`config.mk`:
```
export PLATFORM = sky130hd
export DESIGN_NAME = msx_slot_bridge
export DESIGN_NICKNAME = d
export VERILOG_FILES = /design/src/verilog/msx_bus_pkg.sv /design/src/verilog/cpu_bus_if.sv /design/src/verilog/cpu_clock_enable.sv /design/src/verilog/msx_slot_bridge.sv /design/src/verilog/read_data_mux.sv /design/src/verilog/sdram_map.sv /design/src/verilog/slot_select.sv
export SDC_FILE = /design/constraint.sdc
export NUM_CORES = 1
export LEC_CHECK = 0
export BUFFER_PORTS_ARGS = -buffer_cell sky130_fd_sc_hd__clkbuf_2
export CAP_MARGIN = 5
export CORE_MARGIN = 8
export CORE_UTILIZATION = 30
export DETAILED_ROUTE_END_ITERATION = 8
export RECOVER_POWER = 100
export SYNTH_ARGS = -nofsm -noshare
export SYNTH_HDL_FRONTEND = slang
export SYNTH_SLANG_ARGS = --single-unit
```
`constraint.sdc`:
```
create_clock -name clk42m -period 3.7 [get_ports clk42m]
set_input_delay 0 -clock clk42m [delete_from_list [all_inputs] [get_ports clk42m]]
set_output_delay 0 -clock clk42m [all_outputs]
set_load 0.1 [all_outputs]
```
`src/verilog/msx_bus_pkg.sv`:
```
// --------------------------------------------------------------------------
// MSX slot bridge shared definitions
// --------------------------------------------------------------------------

package msx_bus_pkg;

	// Bus widths
	typedef logic [15:0] cpu_addr_t;		// Z80 address
	typedef logic [22:0] sdram_addr_t;		// SDRAM byte address, 8MB

	// One slot register byte
	// Page 0 lives in bits 1:0, page 3 in bits 7:6
	typedef union packed {
		logic [7:0]      value;				// Whole byte for write and read-back
		logic [3:0][1:0] page;				// Per-page slot number
	} slot_reg_t;

	// --------------------------------------------------------------------------
	// Bus decode constants
	// --------------------------------------------------------------------------
	localparam logic [7:0]  ppi_slot_port = 8'hA8;		// A8h..ABh, low 2 bits ignored
	localparam logic [15:0] sec_slot_addr = 16'hFFFF;	// Expanded slot register

	localparam int cpu_enable_period = 12;				// clk42m cycles per CPU tick
	localparam int cpu_div_width     = $clog2(cpu_enable_period);

	localparam logic [7:0] idle_rdata = 8'hFF;			// Open bus value

	// --------------------------------------------------------------------------
	// Memory map, upper SDRAM address bits per region
	// --------------------------------------------------------------------------
	// Slot 3-0, mapper RAM, followed by a[15:13]
	localparam logic [6:0] map_ram_base    = 7'b100_0000;
	// Slot 1, mega ROM, followed by a[15:13]
	localparam logic [6:0] map_mega_base   = 7'b010_0000;
	// Slot 2, fixed ROM
	localparam logic [9:0] map_fixed_base  = 10'b00_0010_0000;
	// Slot 0-3, logo and extended BASIC, followed by a[14:13]
	localparam logic [7:0] map_logo_base   = 8'b0000_0111;
	// Slot 0-2, music ROM, followed by a[13]
	localparam logic [8:0] map_music_base  = 9'b0_0000_0110;
	// Slot 0-1, followed by a[13]
	localparam logic [8:0] map_slot01_base = 9'b0_0000_1100;
	// Slot 3-1, sub ROM, followed by a[14:13]
	localparam logic [7:0] map_sub_base    = 8'b0000_0101;
	// Slot 0-0, main ROM, followed by a[14:13]
	localparam logic [7:0] map_main_base   = 8'b0000_0100;
	// Slot 3-2, disk ROM, followed by a[15:13]
	localparam logic [6:0] map_disk_base   = 7'b000_0000;
	// Slot 3-3, nothing fitted
	localparam logic [9:0] map_none_base   = 10'b00_0000_0000;

endpackage

```
`src/verilog/cpu_bus_if.sv`:
```
// --------------------------------------------------------------------------
// Internal CPU bus
// --------------------------------------------------------------------------
`timescale 1ns/10ps

interface cpu_bus_if;
	import msx_bus_pkg::*;

	logic       mreq_n;			// Memory request
	logic       iorq_n;			// I/O request
	logic       rd_n;			// Read strobe
	logic       wr_n;			// Write strobe
	cpu_addr_t  a;				// CPU address
	logic [7:0] wdata;			// CPU write data
	logic       enable;			// CPU clock enable

	// Slot registers see the whole bus
	modport slot_side (
		input mreq_n, iorq_n, rd_n, wr_n, a, wdata, enable
	);

	// Memory map needs only strobes and address
	modport map_side (
		input mreq_n, iorq_n, rd_n, wr_n, a
	);

	// Read mux only watches rd_n
	modport mux_side (
		input rd_n
	);

endinterface

```
`src/verilog/cpu_clock_enable.sv`:
```
// --------------------------------------------------------------------------
// CPU clock enable
// --------------------------------------------------------------------------
`timescale 1ns/10ps

module cpu_clock_enable (
	input  logic clk42m,
	input  logic ff_reset_n,
	input  logic sdram_init_busy,		// SDRAM still initialising
	output logic cpu_enable				// One pulse per period
);
	import msx_bus_pkg::*;

	logic [cpu_div_width-1:0] ff_count;		// Phase counter
	logic                     w_last;		// Final phase of the period

	// --------------------------------------------------------------------------
	// Modulo-twelve phase counter
	// --------------------------------------------------------------------------
	assign w_last = (ff_count == cpu_div_width'(cpu_enable_period - 1));

	always_ff @(posedge clk42m) begin
		if (!ff_reset_n) begin
			ff_count <= '0;
		end
		else if (w_last) begin
			ff_count <= '0;					// Wrap
		end
		else begin
			ff_count <= ff_count + 1'b1;
		end
	end

	// Counter keeps running during SDRAM init, only the pulse is held off
	assign cpu_enable = w_last && !sdram_init_busy;

endmodule

```
`src/verilog/msx_slot_bridge.sv`:
```
// --------------------------------------------------------------------------
// MSX slot bridge top level
// --------------------------------------------------------------------------
`timescale 1ns/10ps

module msx_slot_bridge (
	input  logic                      clk42m,
	input  logic                      ff_reset_n,
	input  logic                      sdram_init_busy,	// SDRAM init in progress
	// Z80 bus
	input  logic                      mreq_n,
	input  logic                      iorq_n,
	input  logic                      rd_n,
	input  logic                      wr_n,
	input  msx_bus_pkg::cpu_addr_t    a,
	input  logic [7:0]                cpu_wdata,
	output logic                      cpu_enable,		// CPU clock enable
	output logic [7:0]                cpu_rdata,
	// SDRAM request side
	input  logic [7:0]                sdram_q,
	input  logic                      sdram_q_en,
	output msx_bus_pkg::sdram_addr_t  sdram_address,
	output logic                      sdram_mreq_n,
	output logic                      sdram_rd_n,
	output logic                      sdram_wr_n
);

	logic [1:0] w_page_slot;		// Primary slot of current page
	logic [1:0] w_page_sub;			// Secondary slot of current page
	logic       w_slot_reg_hit;		// FFFFh register access
	logic [7:0] w_slot_q;
	logic       w_slot_q_en;

	// --------------------------------------------------------------------------
	// Internal CPU bus
	// --------------------------------------------------------------------------
	cpu_bus_if u_bus ();

	assign u_bus.mreq_n = mreq_n;
	assign u_bus.iorq_n = iorq_n;
	assign u_bus.rd_n   = rd_n;
	assign u_bus.wr_n   = wr_n;
	assign u_bus.a      = a;
	assign u_bus.wdata  = cpu_wdata;
	assign u_bus.enable = cpu_enable;

	// --------------------------------------------------------------------------
	// Blocks
	// --------------------------------------------------------------------------
	cpu_clock_enable u_clock_enable (
		.clk42m          (clk42m),
		.ff_reset_n      (ff_reset_n),
		.sdram_init_busy (sdram_init_busy),
		.cpu_enable      (cpu_enable)
	);

	slot_select u_slot_select (
		.clk42m       (clk42m),
		.ff_reset_n   (ff_reset_n),
		.bus          (u_bus.slot_side),
		.page_slot    (w_page_slot),
		.page_sub     (w_page_sub),
		.slot_reg_hit (w_slot_reg_hit),
		.slot_q       (w_slot_q),
		.slot_q_en    (w_slot_q_en)
	);

	sdram_map u_sdram_map (
		.bus           (u_bus.map_side),
		.page_slot     (w_page_slot),
		.page_sub      (w_page_sub),
		.slot_reg_hit  (w_slot_reg_hit),
		.sdram_address (sdram_address),
		.sdram_mreq_n  (sdram_mreq_n),
		.sdram_rd_n    (sdram_rd_n),
		.sdram_wr_n    (sdram_wr_n)
	);

	read_data_mux u_read_data_mux (
		.clk42m     (clk42m),
		.bus        (u_bus.mux_side),
		.slot_q     (w_slot_q),
		.slot_q_en  (w_slot_q_en),
		.sdram_q    (sdram_q),
		.sdram_q_en (sdram_q_en),
		.cpu_rdata  (cpu_rdata)
	);

endmodule

```
`src/verilog/read_data_mux.sv`:
```
// --------------------------------------------------------------------------
// CPU read data multiplexer
// --------------------------------------------------------------------------
`timescale 1ns/10ps

module read_data_mux (
	input  logic          clk42m,
	cpu_bus_if.mux_side   bus,
	input  logic [7:0]    slot_q,			// Slot register data
	input  logic          slot_q_en,
	input  logic [7:0]    sdram_q,			// SDRAM read data
	input  logic          sdram_q_en,		// End of SDRAM latency
	output logic [7:0]    cpu_rdata			// Data seen by the CPU
);
	import msx_bus_pkg::*;

	logic [7:0] ff_rdata;		// Held read byte

	// --------------------------------------------------------------------------
	// Priority select
	// --------------------------------------------------------------------------
	// Slot registers first, then SDRAM, then open bus when idle
	always_ff @(posedge clk42m) begin
		if (slot_q_en) begin
			ff_rdata <= slot_q;
		end
		else if (sdram_q_en) begin
			ff_rdata <= sdram_q;
		end
		else if (bus.rd_n) begin
			ff_rdata <= idle_rdata;			// No read in progress
		end
		else begin
			ff_rdata <= ff_rdata;			// Hold until the read ends
		end
	end

	assign cpu_rdata = ff_rdata;

endmodule

```
`src/verilog/sdram_map.sv`:
```
// --------------------------------------------------------------------------
// SDRAM memory map
// --------------------------------------------------------------------------
`timescale 1ns/10ps

module sdram_map (
	cpu_bus_if.map_side               bus,
	input  logic [1:0]                page_slot,		// Primary slot of page
	input  logic [1:0]                page_sub,			// Secondary slot of page
	input  logic                      slot_reg_hit,		// FFFFh register access
	output msx_bus_pkg::sdram_addr_t  sdram_address,
	output logic                      sdram_mreq_n,
	output logic                      sdram_rd_n,
	output logic                      sdram_wr_n
);
	import msx_bus_pkg::*;

	logic [9:0] w_upper;			// SDRAM address bits 22:13
	logic       w_read_page;		// Region readable on this page
	logic       w_ram;				// Slot 3-0 mapper RAM
	logic [1:0] w_page;				// Current 16KB page
	logic       w_mid_pages;		// Page 1 or 2
	logic       w_low_pages;		// Page 0 or 1
	logic       w_page1;			// Page 1 only

	assign w_page      = bus.a[15:14];
	assign w_mid_pages = (w_page == 2'd1) || (w_page == 2'd2);
	assign w_low_pages = !bus.a[15];
	assign w_page1     = (w_page == 2'd1);

	// --------------------------------------------------------------------------
	// Region table
	// --------------------------------------------------------------------------
	always_comb begin
		w_upper     = map_none_base;
		w_read_page = 1'b0;
		w_ram       = 1'b0;
		case (page_slot)
			2'd0: begin
				case (page_sub)
					2'd0: begin
						w_upper     = {map_main_base, bus.a[14:13]};	// Main ROM
						w_read_page = w_low_pages;
					end
					2'd1: begin
						w_upper     = {map_slot01_base, bus.a[13]};
						w_read_page = w_page1;
					end
					2'd2: begin
						w_upper     = {map_music_base, bus.a[13]};		// Music ROM
						w_read_page = w_page1;
					end
					default: begin
						w_upper     = {map_logo_base, bus.a[14:13]};	// Logo, ext BASIC
						w_read_page = w_mid_pages;
					end
				endcase
			end
			2'd1: begin
				w_upper     = {map_mega_base, bus.a[15:13]};			// Mega ROM
				w_read_page = 1'b1;
			end
			2'd2: begin
				w_upper     = map_fixed_base;							// Fixed ROM
				w_read_page = w_mid_pages;
			end
			default: begin
				case (page_sub)
					2'd0: begin
						w_upper     = {map_ram_base, bus.a[15:13]};		// Mapper RAM
						w_read_page = 1'b1;
						w_ram       = 1'b1;
					end
					2'd1: begin
						w_upper     = {map_sub_base, bus.a[14:13]};		// Sub ROM
						w_read_page = w_low_pages;
					end
					2'd2: begin
						w_upper     = {map_disk_base, bus.a[15:13]};	// Disk ROM
						w_read_page = w_mid_pages;
					end
					default: begin
						w_upper     = map_none_base;					// 3-3 empty
						w_read_page = 1'b0;
					end
				endcase
			end
		endcase
	end

	// --------------------------------------------------------------------------
	// SDRAM request
	// --------------------------------------------------------------------------
	assign sdram_address = {w_upper, bus.a[12:0]};
	assign sdram_mreq_n  = bus.mreq_n;

	// I/O cycles and slot register reads never touch SDRAM
	assign sdram_rd_n = (!bus.iorq_n || slot_reg_hit) ? 1'b1 :
						(w_read_page)                 ? bus.rd_n :
														1'b1;

	assign sdram_wr_n = (w_ram && !slot_reg_hit) ? bus.wr_n : 1'b1;	// RAM only

endmodule

```
`src/verilog/slot_select.sv`:
```
// --------------------------------------------------------------------------
// Primary and secondary slot registers
// --------------------------------------------------------------------------
`timescale 1ns/10ps

module slot_select (
	input  logic              clk42m,
	input  logic              ff_reset_n,
	cpu_bus_if.slot_side      bus,
	output logic [1:0]        page_slot,		// Primary slot of current page
	output logic [1:0]        page_sub,			// Secondary slot of current page
	output logic              slot_reg_hit,		// Access to FFFFh register
	output logic [7:0]        slot_q,			// Register read data
	output logic              slot_q_en			// Read data valid
);
	import msx_bus_pkg::*;

	slot_reg_t  ff_primary;			// A8h register
	slot_reg_t  ff_sec0;			// Expanded slot 0
	slot_reg_t  ff_sec3;			// Expanded slot 3

	logic [1:0] w_page;				// Current 16KB page
	logic       w_io_hit;			// I/O access to A8h..ABh
	logic       w_sec_addr;			// Memory access to FFFFh
	logic       w_sec0_sel;			// FFFFh lands on slot 0 register
	logic       w_sec3_sel;			// FFFFh lands on slot 3 register
	logic       w_write;			// Qualified write cycle

	// --------------------------------------------------------------------------
	// Address decode
	// --------------------------------------------------------------------------
	assign w_page     = bus.a[15:14];
	assign w_io_hit   = !bus.iorq_n && ({bus.a[7:2], 2'b00} == ppi_slot_port);
	assign w_sec_addr = !bus.mreq_n && (bus.a == sec_slot_addr);

	// Page 3 primary slot picks which secondary register answers
	assign w_sec0_sel = w_sec_addr && (ff_primary.page[3] == 2'd0);
	assign w_sec3_sel = w_sec_addr && (ff_primary.page[3] == 2'd3);

	assign slot_reg_hit = w_sec0_sel || w_sec3_sel;

	assign w_write = bus.enable && !bus.wr_n;		// One write per CPU tick

	// --------------------------------------------------------------------------
	// Register writes
	// --------------------------------------------------------------------------
	always_ff @(posedge clk42m) begin
		if (!ff_reset_n) begin
			ff_primary.value <= 8'h00;
			ff_sec0.value    <= 8'h00;
			ff_sec3.value    <= 8'h00;
		end
		else if (w_write) begin
			if (w_io_hit) begin
				ff_primary.value <= bus.wdata;
			end
			if (w_sec0_sel) begin
				ff_sec0.value <= bus.wdata;
			end
			if (w_sec3_sel) begin
				ff_sec3.value <= bus.wdata;
			end
		end
	end

	// --------------------------------------------------------------------------
	// Current slot of the access
	// --------------------------------------------------------------------------
	assign page_slot = ff_primary.page[w_page];

	always_comb begin
		case (page_slot)
			2'd0: page_sub = ff_sec0.page[w_page];		// Expanded slot 0
			2'd3: page_sub = ff_sec3.page[w_page];		// Expanded slot 3
			default: page_sub = 2'd0;					// Slots 1 and 2 not expanded
		endcase
	end

	// --------------------------------------------------------------------------
	// Read-back
	// --------------------------------------------------------------------------
	always_comb begin
		slot_q_en = 1'b0;
		slot_q    = ff_primary.value;
		if (!bus.rd_n) begin
			if (w_sec0_sel) begin
				slot_q_en = 1'b1;
				slot_q    = ~ff_sec0.value;		// Secondary reads back inverted
			end
			else if (w_sec3_sel) begin
				slot_q_en = 1'b1;
				slot_q    = ~ff_sec3.value;
			end
			else if (w_io_hit) begin
				slot_q_en = 1'b1;				// Primary byte as is
			end
		end
	end

endmodule
```
==> results of run 1 <==
-- power by group through the flow --
stage	Sequential (W)	Combinational (W)	Clock, W
after floorplan	0.000482	0.000127	0
after global placement	0.000425	0.000224	0
after detailed placement	0.000426	0.000225	0
after CTS	0.000417	0.000229	0.000293
after global routing	0.000418	0.000232	0.000309
final	0.000416	0.000223	0.000284
-- logic make-up (layout without fill, tap and decap cells) --
family	count (synthesis)	count (layout)	share of synthesized area
simple gates	108	108	0.2382
fa+ha+maj	13	13	0.06439
mux	23	23	0.1268
flops	36	36	0.3170
compound gates	51	51	0.1521
xor+xnor	2	2	0.006935
other cells	1	2	0.001484
buf+inv	43	100	0.09311
-- cells in the final DEF (no fill, tap or decap), types with 9 or more instances in the layout --
| cell type | synthesis | routed |
|---|---|---|
| clkbuf_2 | 0 | 42 |
| inv_1 | 12 | 12 |
| a21oi_1 | 10 | 9 |
| nor2b_1 | 19 | 19 |
| clkbuf_1 | 10 | 32 |
| nand2_1 | 21 | 21 |
| ha_1 | 13 | 12 |
| dfxtp_1 | 28 | 28 |
| mux2i_1 | 17 | 17 |
| nand3_1 | 11 | 11 |
| nor2_1 | 14 | 13 |
-- state kept, by name, summed over array words and instances (netlist names) --
| signal | cells |
|---|---|
| u_slot_select.ff_primary | 8 |
| u_read_data_mux.cpu_rdata | 8 |
| u_clock_enable.ff_count | 4 |
| u_slot_select.ff_sec3 | 8 |
| u_slot_select.ff_sec0 | 8 |
-- per-layer routing --
layer / wire [microns] / track usage / vias up
met3: 689 / 0.03473 / 16
met5: 0 / 0 / -
met2: 3381 / 0.2079 / 113
met1: 3124 / 0.1477 / 1048
met4: 164 / 0.04361 / 0
li1: - / - / 1110
-- through the flow --
| step | area [sq um] | hold WS (ns) | cells | total power (W) |
|---|---|---|---|---|
| floorplan | 2534 | 0.1538 | 278 | 0.0006087 |
| global placement | 2880 | 0.2819 | 428 | 0.0006493 |
| detailed placement | 2880 | 0.2910 | 428 | 0.0006507 |
| CTS | 3012 | 0.0009806 | 440 | 0.0009381 |
| global route | 2965 | 0.02516 | 440 | 0.0009589 |
| finish | 2965 | 0.006934 | 440 | 0.0009235 |
-- cell type report --
| type | count | area, sq um | area share |
|---|---|---|---|
| clock buffers | 5 | 68.82 | 0.02321 |
| inverters | 12 | 45.04 | 0.01519 |
| clock inverters | 3 | 22.52 | 0.007595 |
| multi-input cells | 199 | 1499 | 0.5055 |
| flip-flops and latches | 36 | 800.8 | 0.2700 |
| repair buffers | 80 | 397.9 | 0.1342 |
| well taps | 105 | 131.4 | 0.04430 |
-- worst max-delay path by stage --
| stage | start | to | slack, ns | cells past startpoint |
|---|---|---|---|---|
| after detailed placement | a[14] | sdram_rd_n | 0.44 | 14 |
| after global placement | a[14] | sdram_rd_n | 0.50 | 14 |
| after CTS | u_slot_select.ff_primary[0] | sdram_rd_n | 0.14 | 13 |
| after global routing | u_slot_select.ff_primary[5] | sdram_rd_n | 0.007 | 12 |
| after floorplan | u_slot_select.ff_primary[7] | sdram_rd_n | 0.20 | 13 |
| final | u_slot_select.ff_primary[3] | sdram_rd_n | 0.19 | 12 |
-- tightest hold or removal path, stage by stage --
cell	delay [ns]
clkbuf_2	0.11
nand3_1	0.06
a21boi_0	0.07
-- timing repair --
action / CTS / global route
endpoints found under the hold margin: 5 / 0
hold buffers: 4 / 0
resized for setup: 0 / 3
endpoints found under the setup margin: 0 / 1
==> impl_results.md, run 1 <==
* Result of the run: finished clean
* Placeable Area at 0.008175 sq mm
* Synthesized area per cell at 9.120 sq um
* Final weighted congestion in routability-driven placement at 0.8827
* TritonCTS clock tree: built
* Vias per Instance at 5.198
* Max-cap viol count at 0
* Setup Fix Bufs, Post-CTS at 0
* Clock network fraction of design power at 0.308
* Cell repeated most along the worst path: inv_1
* Final critical path time including I/O delays and setup at 3.512 ns
* Top FF cell, synth: dfxtp_1
* Row cnt at 33
* Core Util, Final at 0.3627
* Switching power as a share of total power at 0.3609
* Kind of cell with the highest combined delay on the critical path: compound AO/OA/AOI/OAI gates
* Worst min-delay path category: in -> reg
* Antenna cells at 0
* Combinational fraction of design power at 0.241
* Synthesized netlist cell count at 277
* RR Startpoint: u_slot_select.ff_primary[6]
* Summed negative setup slack over all endpoints at 0 ns
* RSZ-0062 raised after global routing: false
* Power density relative to cell area at 311.4 mW/mm^2
* Leading post-synthesis cells by cell area: dfxtp_1 (22%), edfxtp_1 (9.5%), mux2i_1 (6.7%)
* Final layout net count at 387
* Count of cells along the worst register-to-register path at 7
* Area of the mapped netlist at 0.002526 sq mm
* Overflow after GRT at 0
* Chip Height at 107.8 microns
* CP endpoint kind: primary output
* X dimension of the die at 107.8 microns
* Switching power summed over all nets at 0.0003333 W
* Fraction of layout cells with a size suffix above 1 at 0.1940
* Warning count from the yosys run at 0
* Fraction of post-synthesis cell area in the top cell type by area at 0.2219
* Total of endpoints with negative setup slack in the final report at 0
* Library cell contributing the largest single delay on the critical path: mux4_1
* Pre-CTS worst setup slack at 0.4381 ns
* Endpoint, Worst Hold: u_slot_select.ff_sec0[3]
* Wire length of the first global-routing pass at 11590 microns
* Total DRC errors in the routed layout at 0
* Placed wire-length estimate at 6046 microns
* Number of violations reported at the end of detailed-routing iteration 0 at 136
* Post-route ant nets at 0
* Worst Max-Slew Pin Slew at 1.202 ns
* Relative slew margins at 0.2020
* Buf/Inv on CP at 3
* Clock Tree Buf Depth at 2
* Register area share after synthesis at 0.3170
* Endpoint of the lowest-slack register-to-register path: u_read_data_mux.cpu_rdata[7]
* CP max FO at 7
* Routed length per placed instance at 16.73 microns
* Largest net degree at the start of global routing at 29
* Hold Crit Start: cpu_wdata[3]
* Sequential Power Share at 0.451
* Cell count of the worst hold path at 3
* EDFF count, synth at 8
* Clock buffers created by TritonCTS at 5
* Area Overhead vs Synth at 17.38%
* Leading cell types by count after synthesis: dfxtp_1 (28), nand2_1 (21), nor2b_1 (19), buf_4 (17), mux2i_1 (17)
* Worst IR drop on VDD at 0.0001212 V
* Highest cell delay on the worst timing path at 0.60 ns
* Detailed Routing Iterations Pass 1 at 5
* Critical path type: reg -> out
* Startpoint types: register
* Clock Sinks at 36
* Clock insertion delay at the later pin of the skew report at 0.30 ns
* Top-count cell post-synth: dfxtp_1
* Maximum clock frequency at 0.2847 GHz
* Port Buffer Count at 72
* Cell at the root of the clock tree: clkbuf_8
* Number of register bits inferred by synthesis at 36
* Starting density of the core at 0.3090
* Count of different cell masters after synthesis at 52
* Number of H-tree levels at 2
* Vias in the first global route at 2314
* Endpoint required time on the critical path at 3.70 ns
* Initial antenna violation count at 0
* WP data arrival at 3.51 ns
* Final critical-path share of the clock period at 0.9493
* Global routing usage summed across all routing layers at 0.1240
* Internal cell power at 0.0005903 W
* Final WS setup at 0.1876 ns
* Count of fill cells added during filler insertion at 895
* Fin. Hold Viols at 0
* Cell type with the highest aggregate area in the netlist: dfxtp_1
* CTS clock-pin slew for the worst setup and hold paths at 0.07 ns
* Final wirelength at 7360 microns
* Max Slew Vio Count at 0
* Area of the die at 0.01161 sq mm
* Fraction of registers with async set/reset at 0
* Critical path cell sequence: mux4_1 -> inv_1 -> ha_2 -> or2_2 -> inv_1 -> ha_1 -> nand2_1 -> and3_1 -> a221o_1 -> o21ai_1 -> a2111o_1 -> buf_12
* Number of I/O pins at 75
* Final clock skew at 0.01645 ns
* Routed via count at 2287
* Reg-to-reg slack, setup at 1.14 ns
* Leakage at 1.164 nW
(Power assumes the default switching activity.)
==> run 2, diff against run 1 <==
--- a/config.mk
+++ b/config.mk
@@ -8,8 +8,9 @@
 export BUFFER_PORTS_ARGS = -buffer_cell sky130_fd_sc_hd__clkbuf_2
 export CAP_MARGIN = 5
 export CORE_MARGIN = 8
-export CORE_UTILIZATION = 30
+export CORE_UTILIZATION = 43
 export DETAILED_ROUTE_END_ITERATION = 8
+export PLACE_DENSITY = 0.68
 export RECOVER_POWER = 100
 export SYNTH_ARGS = -nofsm -noshare
 export SYNTH_HDL_FRONTEND = slang
==> run 2 against run 1 <==
  * Worst hold slack worse by 0.0053 ns
  * Wire length unchanged
  * Final cell count is 7.0% lower
  * Register-to-register slack improved by 0.10 ns
  * Sequential cell count is the same
  * Setup slack better by 0.0052 ns
  * First-iteration DRC count rose by 21%
  * Critical path depth rose by 1
  * Critical path type unchanged
  * Critical endpoint unchanged
  * Largest cell class unchanged
==> impl_results.md, run 2 (synthesis gave the netlist of run 1 again) <==
* Port Buffer Count at 72 (unchanged)
* Number of violations reported at the end of detailed-routing iteration 0 at 164 (+21%)
* Final clock skew at 0.003730 ns (-0.01272 ns)
* Largest net degree at the start of global routing at 29 (unchanged)
* Placed wire-length estimate at 5791 microns (-4.2%)
* Endpoint required time on the critical path at 3.70 ns (about the same)
* Detailed Routing Iterations Pass 1 at 5 (unchanged)
* Fraction of layout cells with a size suffix above 1 at 0.1916 (-0.002413)
* Total power draw at 0.0009483 W (+2.7%)
* Total DRC errors in the routed layout at 0 (unchanged)
* Row cnt at 28 (-15%)
* Summed negative setup slack over all endpoints at 0 ns (unchanged)
* Starting density of the core at 0.4344 (+0.1254)
* Result of the run: finished clean
* CP startpoint: u_slot_select.ff_primary[2]
* Clock buffers created by TritonCTS at 5 (unchanged)
* Overflow after GRT at 0 (unchanged)
* Final weighted congestion in routability-driven placement at 0.9263 (+4.9%)
* Max-cap viol count at 0 (unchanged)
* Final wirelength at 7360 microns (unchanged)
* Highest cell delay on the worst timing path at 0.62 ns (+0.02 ns)
* Final critical path time including I/O delays and setup at 3.507 ns (-0.005213 ns)
* Total of endpoints with negative setup slack in the final report at 0 (unchanged)
* Cell repeated most along the worst path: inv_1
* Clock Tree Buf Depth at 2 (unchanged)
* Clock Sinks at 36 (unchanged)
* Global routing usage summed across all routing layers at 0.1685 (+0.04449)
* Chip Height at 92.65 microns (-14%)
* Routed length per placed instance at 18.00 microns (+7.6%)
* Startpoint types: register
* CTS clock-pin slew for the worst setup and hold paths at 0.07 ns (about the same)
* Fin. Hold Viols at 0 (unchanged)
* Initial antenna violation count at 0 (unchanged)
* Routed via count at 2331 (+1.9%)
* Count of cells along the worst register-to-register path at 7 (unchanged)
* Reg-to-reg slack, setup at 1.24 ns (+0.10 ns)
* Antenna cells at 0 (unchanged)
* Final layout net count at 386 (-0.26%)
* Placed cell count at 398 (-7.0%)
* Critical path type: reg -> out
* Library cell contributing the largest single delay on the critical path: mux4_1
* WP data arrival at 3.51 ns (about the same)
* Final instance count without filler cells at 409 (-7.0%)
* Worst IR drop on VDD at 0.0001975 V (+63%)
* Critical path cell sequence: mux4_1 -> inv_1 -> ha_2 -> a22oi_2 -> or2_2 -> inv_1 -> ha_1 -> nand2_1 -> and3_1 -> a221o_1 -> o21ai_1 -> a2111o_1 -> buf_12
* Cell at the root of the clock tree: clkbuf_8
* CP endpoint kind: primary output
* Vias per Instance at 5.699 (+9.6%)
* Commonest cells after routing, fill and taps aside: clkbuf_2 (41), clkbuf_1 (33), dfxtp_1 (28)
* Number of I/O pins at 75 (unchanged)
* Post-route ant nets at 0 (unchanged)
* Leakage at 1.168 nW (+0.34%)
* Commonest non-fill, non-tap cell in the layout: clkbuf_2
* Area Overhead vs Synth at 15.95%
* Max Slew Vio Count at 0 (unchanged)
* Placeable Area at 0.005816 sq mm (-29%)
* Critical Path Sink: sdram_rd_n
* Relative slew margins at 0.1773 (-0.02468)
* CP max FO at 6 (-1)
* Power density relative to cell area at 323.7 mW/mm^2 (+4.0%)
* Number of H-tree levels at 2 (unchanged)
* X dimension of the die at 92.65 microns (-14%)
* Clock insertion delay at the later pin of the skew report at 0.29 ns (about the same)
* RR Startpoint: u_clock_enable.ff_count[0]
* Worst min-delay path category: in -> reg
* Area of the die at 0.008583 sq mm (-26%)
* Worst Max-Slew Pin Slew at 1.234 ns (+0.03187 ns)
* Final critical-path share of the clock period at 0.9479 (-0.001409)
* Endpoint of the lowest-slack register-to-register path: u_slot_select.ff_primary[4]
* Maximum clock frequency at 0.2851 GHz (+0.15%)
* Vias in the first global route at 2266 (-2.1%)
* RSZ-0062 raised after global routing: false
* Worst hold margin at 0.001622 ns (-0.005312 ns)
* TritonCTS clock tree: built
* Wire length of the first global-routing pass at 11630 microns (+0.35%)
run 2: cell types whose count changed in the layout (fill, tap and decap cells not counted):
cell           change
clkinv_4           -1
dlygate4sd3_1      -1
clkbuf_1           +1
clkbuf_2           -1
inv_4              -1
buf_4              +1
clkinvlp_4         -1
clkbuf_8           +2
run 2: area by class of cell:
cell class | count | area [sq um]
fill | 608 | 2887
multi-input combinational | 199 | 1499
sequential | 36 | 800.8
timing repair buffer | 79 | 390.4
clock buffer | 8 | 100.1
tap | 75 | 93.84
inverter | 12 | 45.04
run 2: metrics by stage:
stage / area [sq um] / setup slack, ns / util
2_1_floorplan: 2534 / 0.1994 / -
3_3_place_gp: 2843 / 0.5306 / 0.4888
3_5_place_dp: 2843 / 0.4760 / 0.4888
4_1_cts: 2973 / 0.1306 / 0.5112
5_1_grt: 2929 / 0.007192 / 0.5037
6_report: 2929 / 0.1928 / 0.5037
run 2: power breakdown:
part	internal, W	total, W	switching [W]
clock network	0.000170	0.000311	0.000141
logic	0.0000433	0.000222	0.000178
registers	0.000412	0.000416	0.00000353
run 2: per-layer routing:
layer | share of wire | GRT usage | wire length, microns
met1 | 0.39 | 0.1921 | 2873
met2 | 0.49 | 0.2956 | 3609
met3 | 0.096 | 0.04450 | 710
met4 | 0.022 | 0.06040 | 165
met5 | 0 | 0 | 0
run 2: worst min path at each step:
stage / from / to / slack, ns / cells after the start
after CTS: cpu_wdata[1] / u_slot_select.ff_sec0[1] / 0.006 / 3
after floorplan: ff_reset_n / u_slot_select.ff_sec0[0] / 0.15 / 1
after detailed placement: cpu_wdata[7] / u_slot_select.ff_sec0[7] / 0.30 / 3
final: cpu_wdata[1] / u_slot_select.ff_sec0[1] / 0.002 / 3
after global routing: cpu_wdata[1] / u_slot_select.ff_sec0[1] / 0.009 / 3
after global placement: cpu_wdata[7] / u_slot_select.ff_sec0[7] / 0.29 / 3
run 2: critical path: cells and delay by family (launching register included):
family                     cells  cell delay, ns
DFF                            1            0.34
muxes                          1            0.62
buffers and inverters          3            0.39
AOI/OAI and AO/OA              4            0.77
and+or+nand+nor                3            0.57
adders and majority gates      2            0.50
run 2: what timing repair did:
item | CTS | global route
setup buffers | 0 | 0
hold endpoints to repair | 3 | 0
setup endpoints to repair | 0 | 1
hold buffers | 3 | 0
resized for setup | 0 | 3
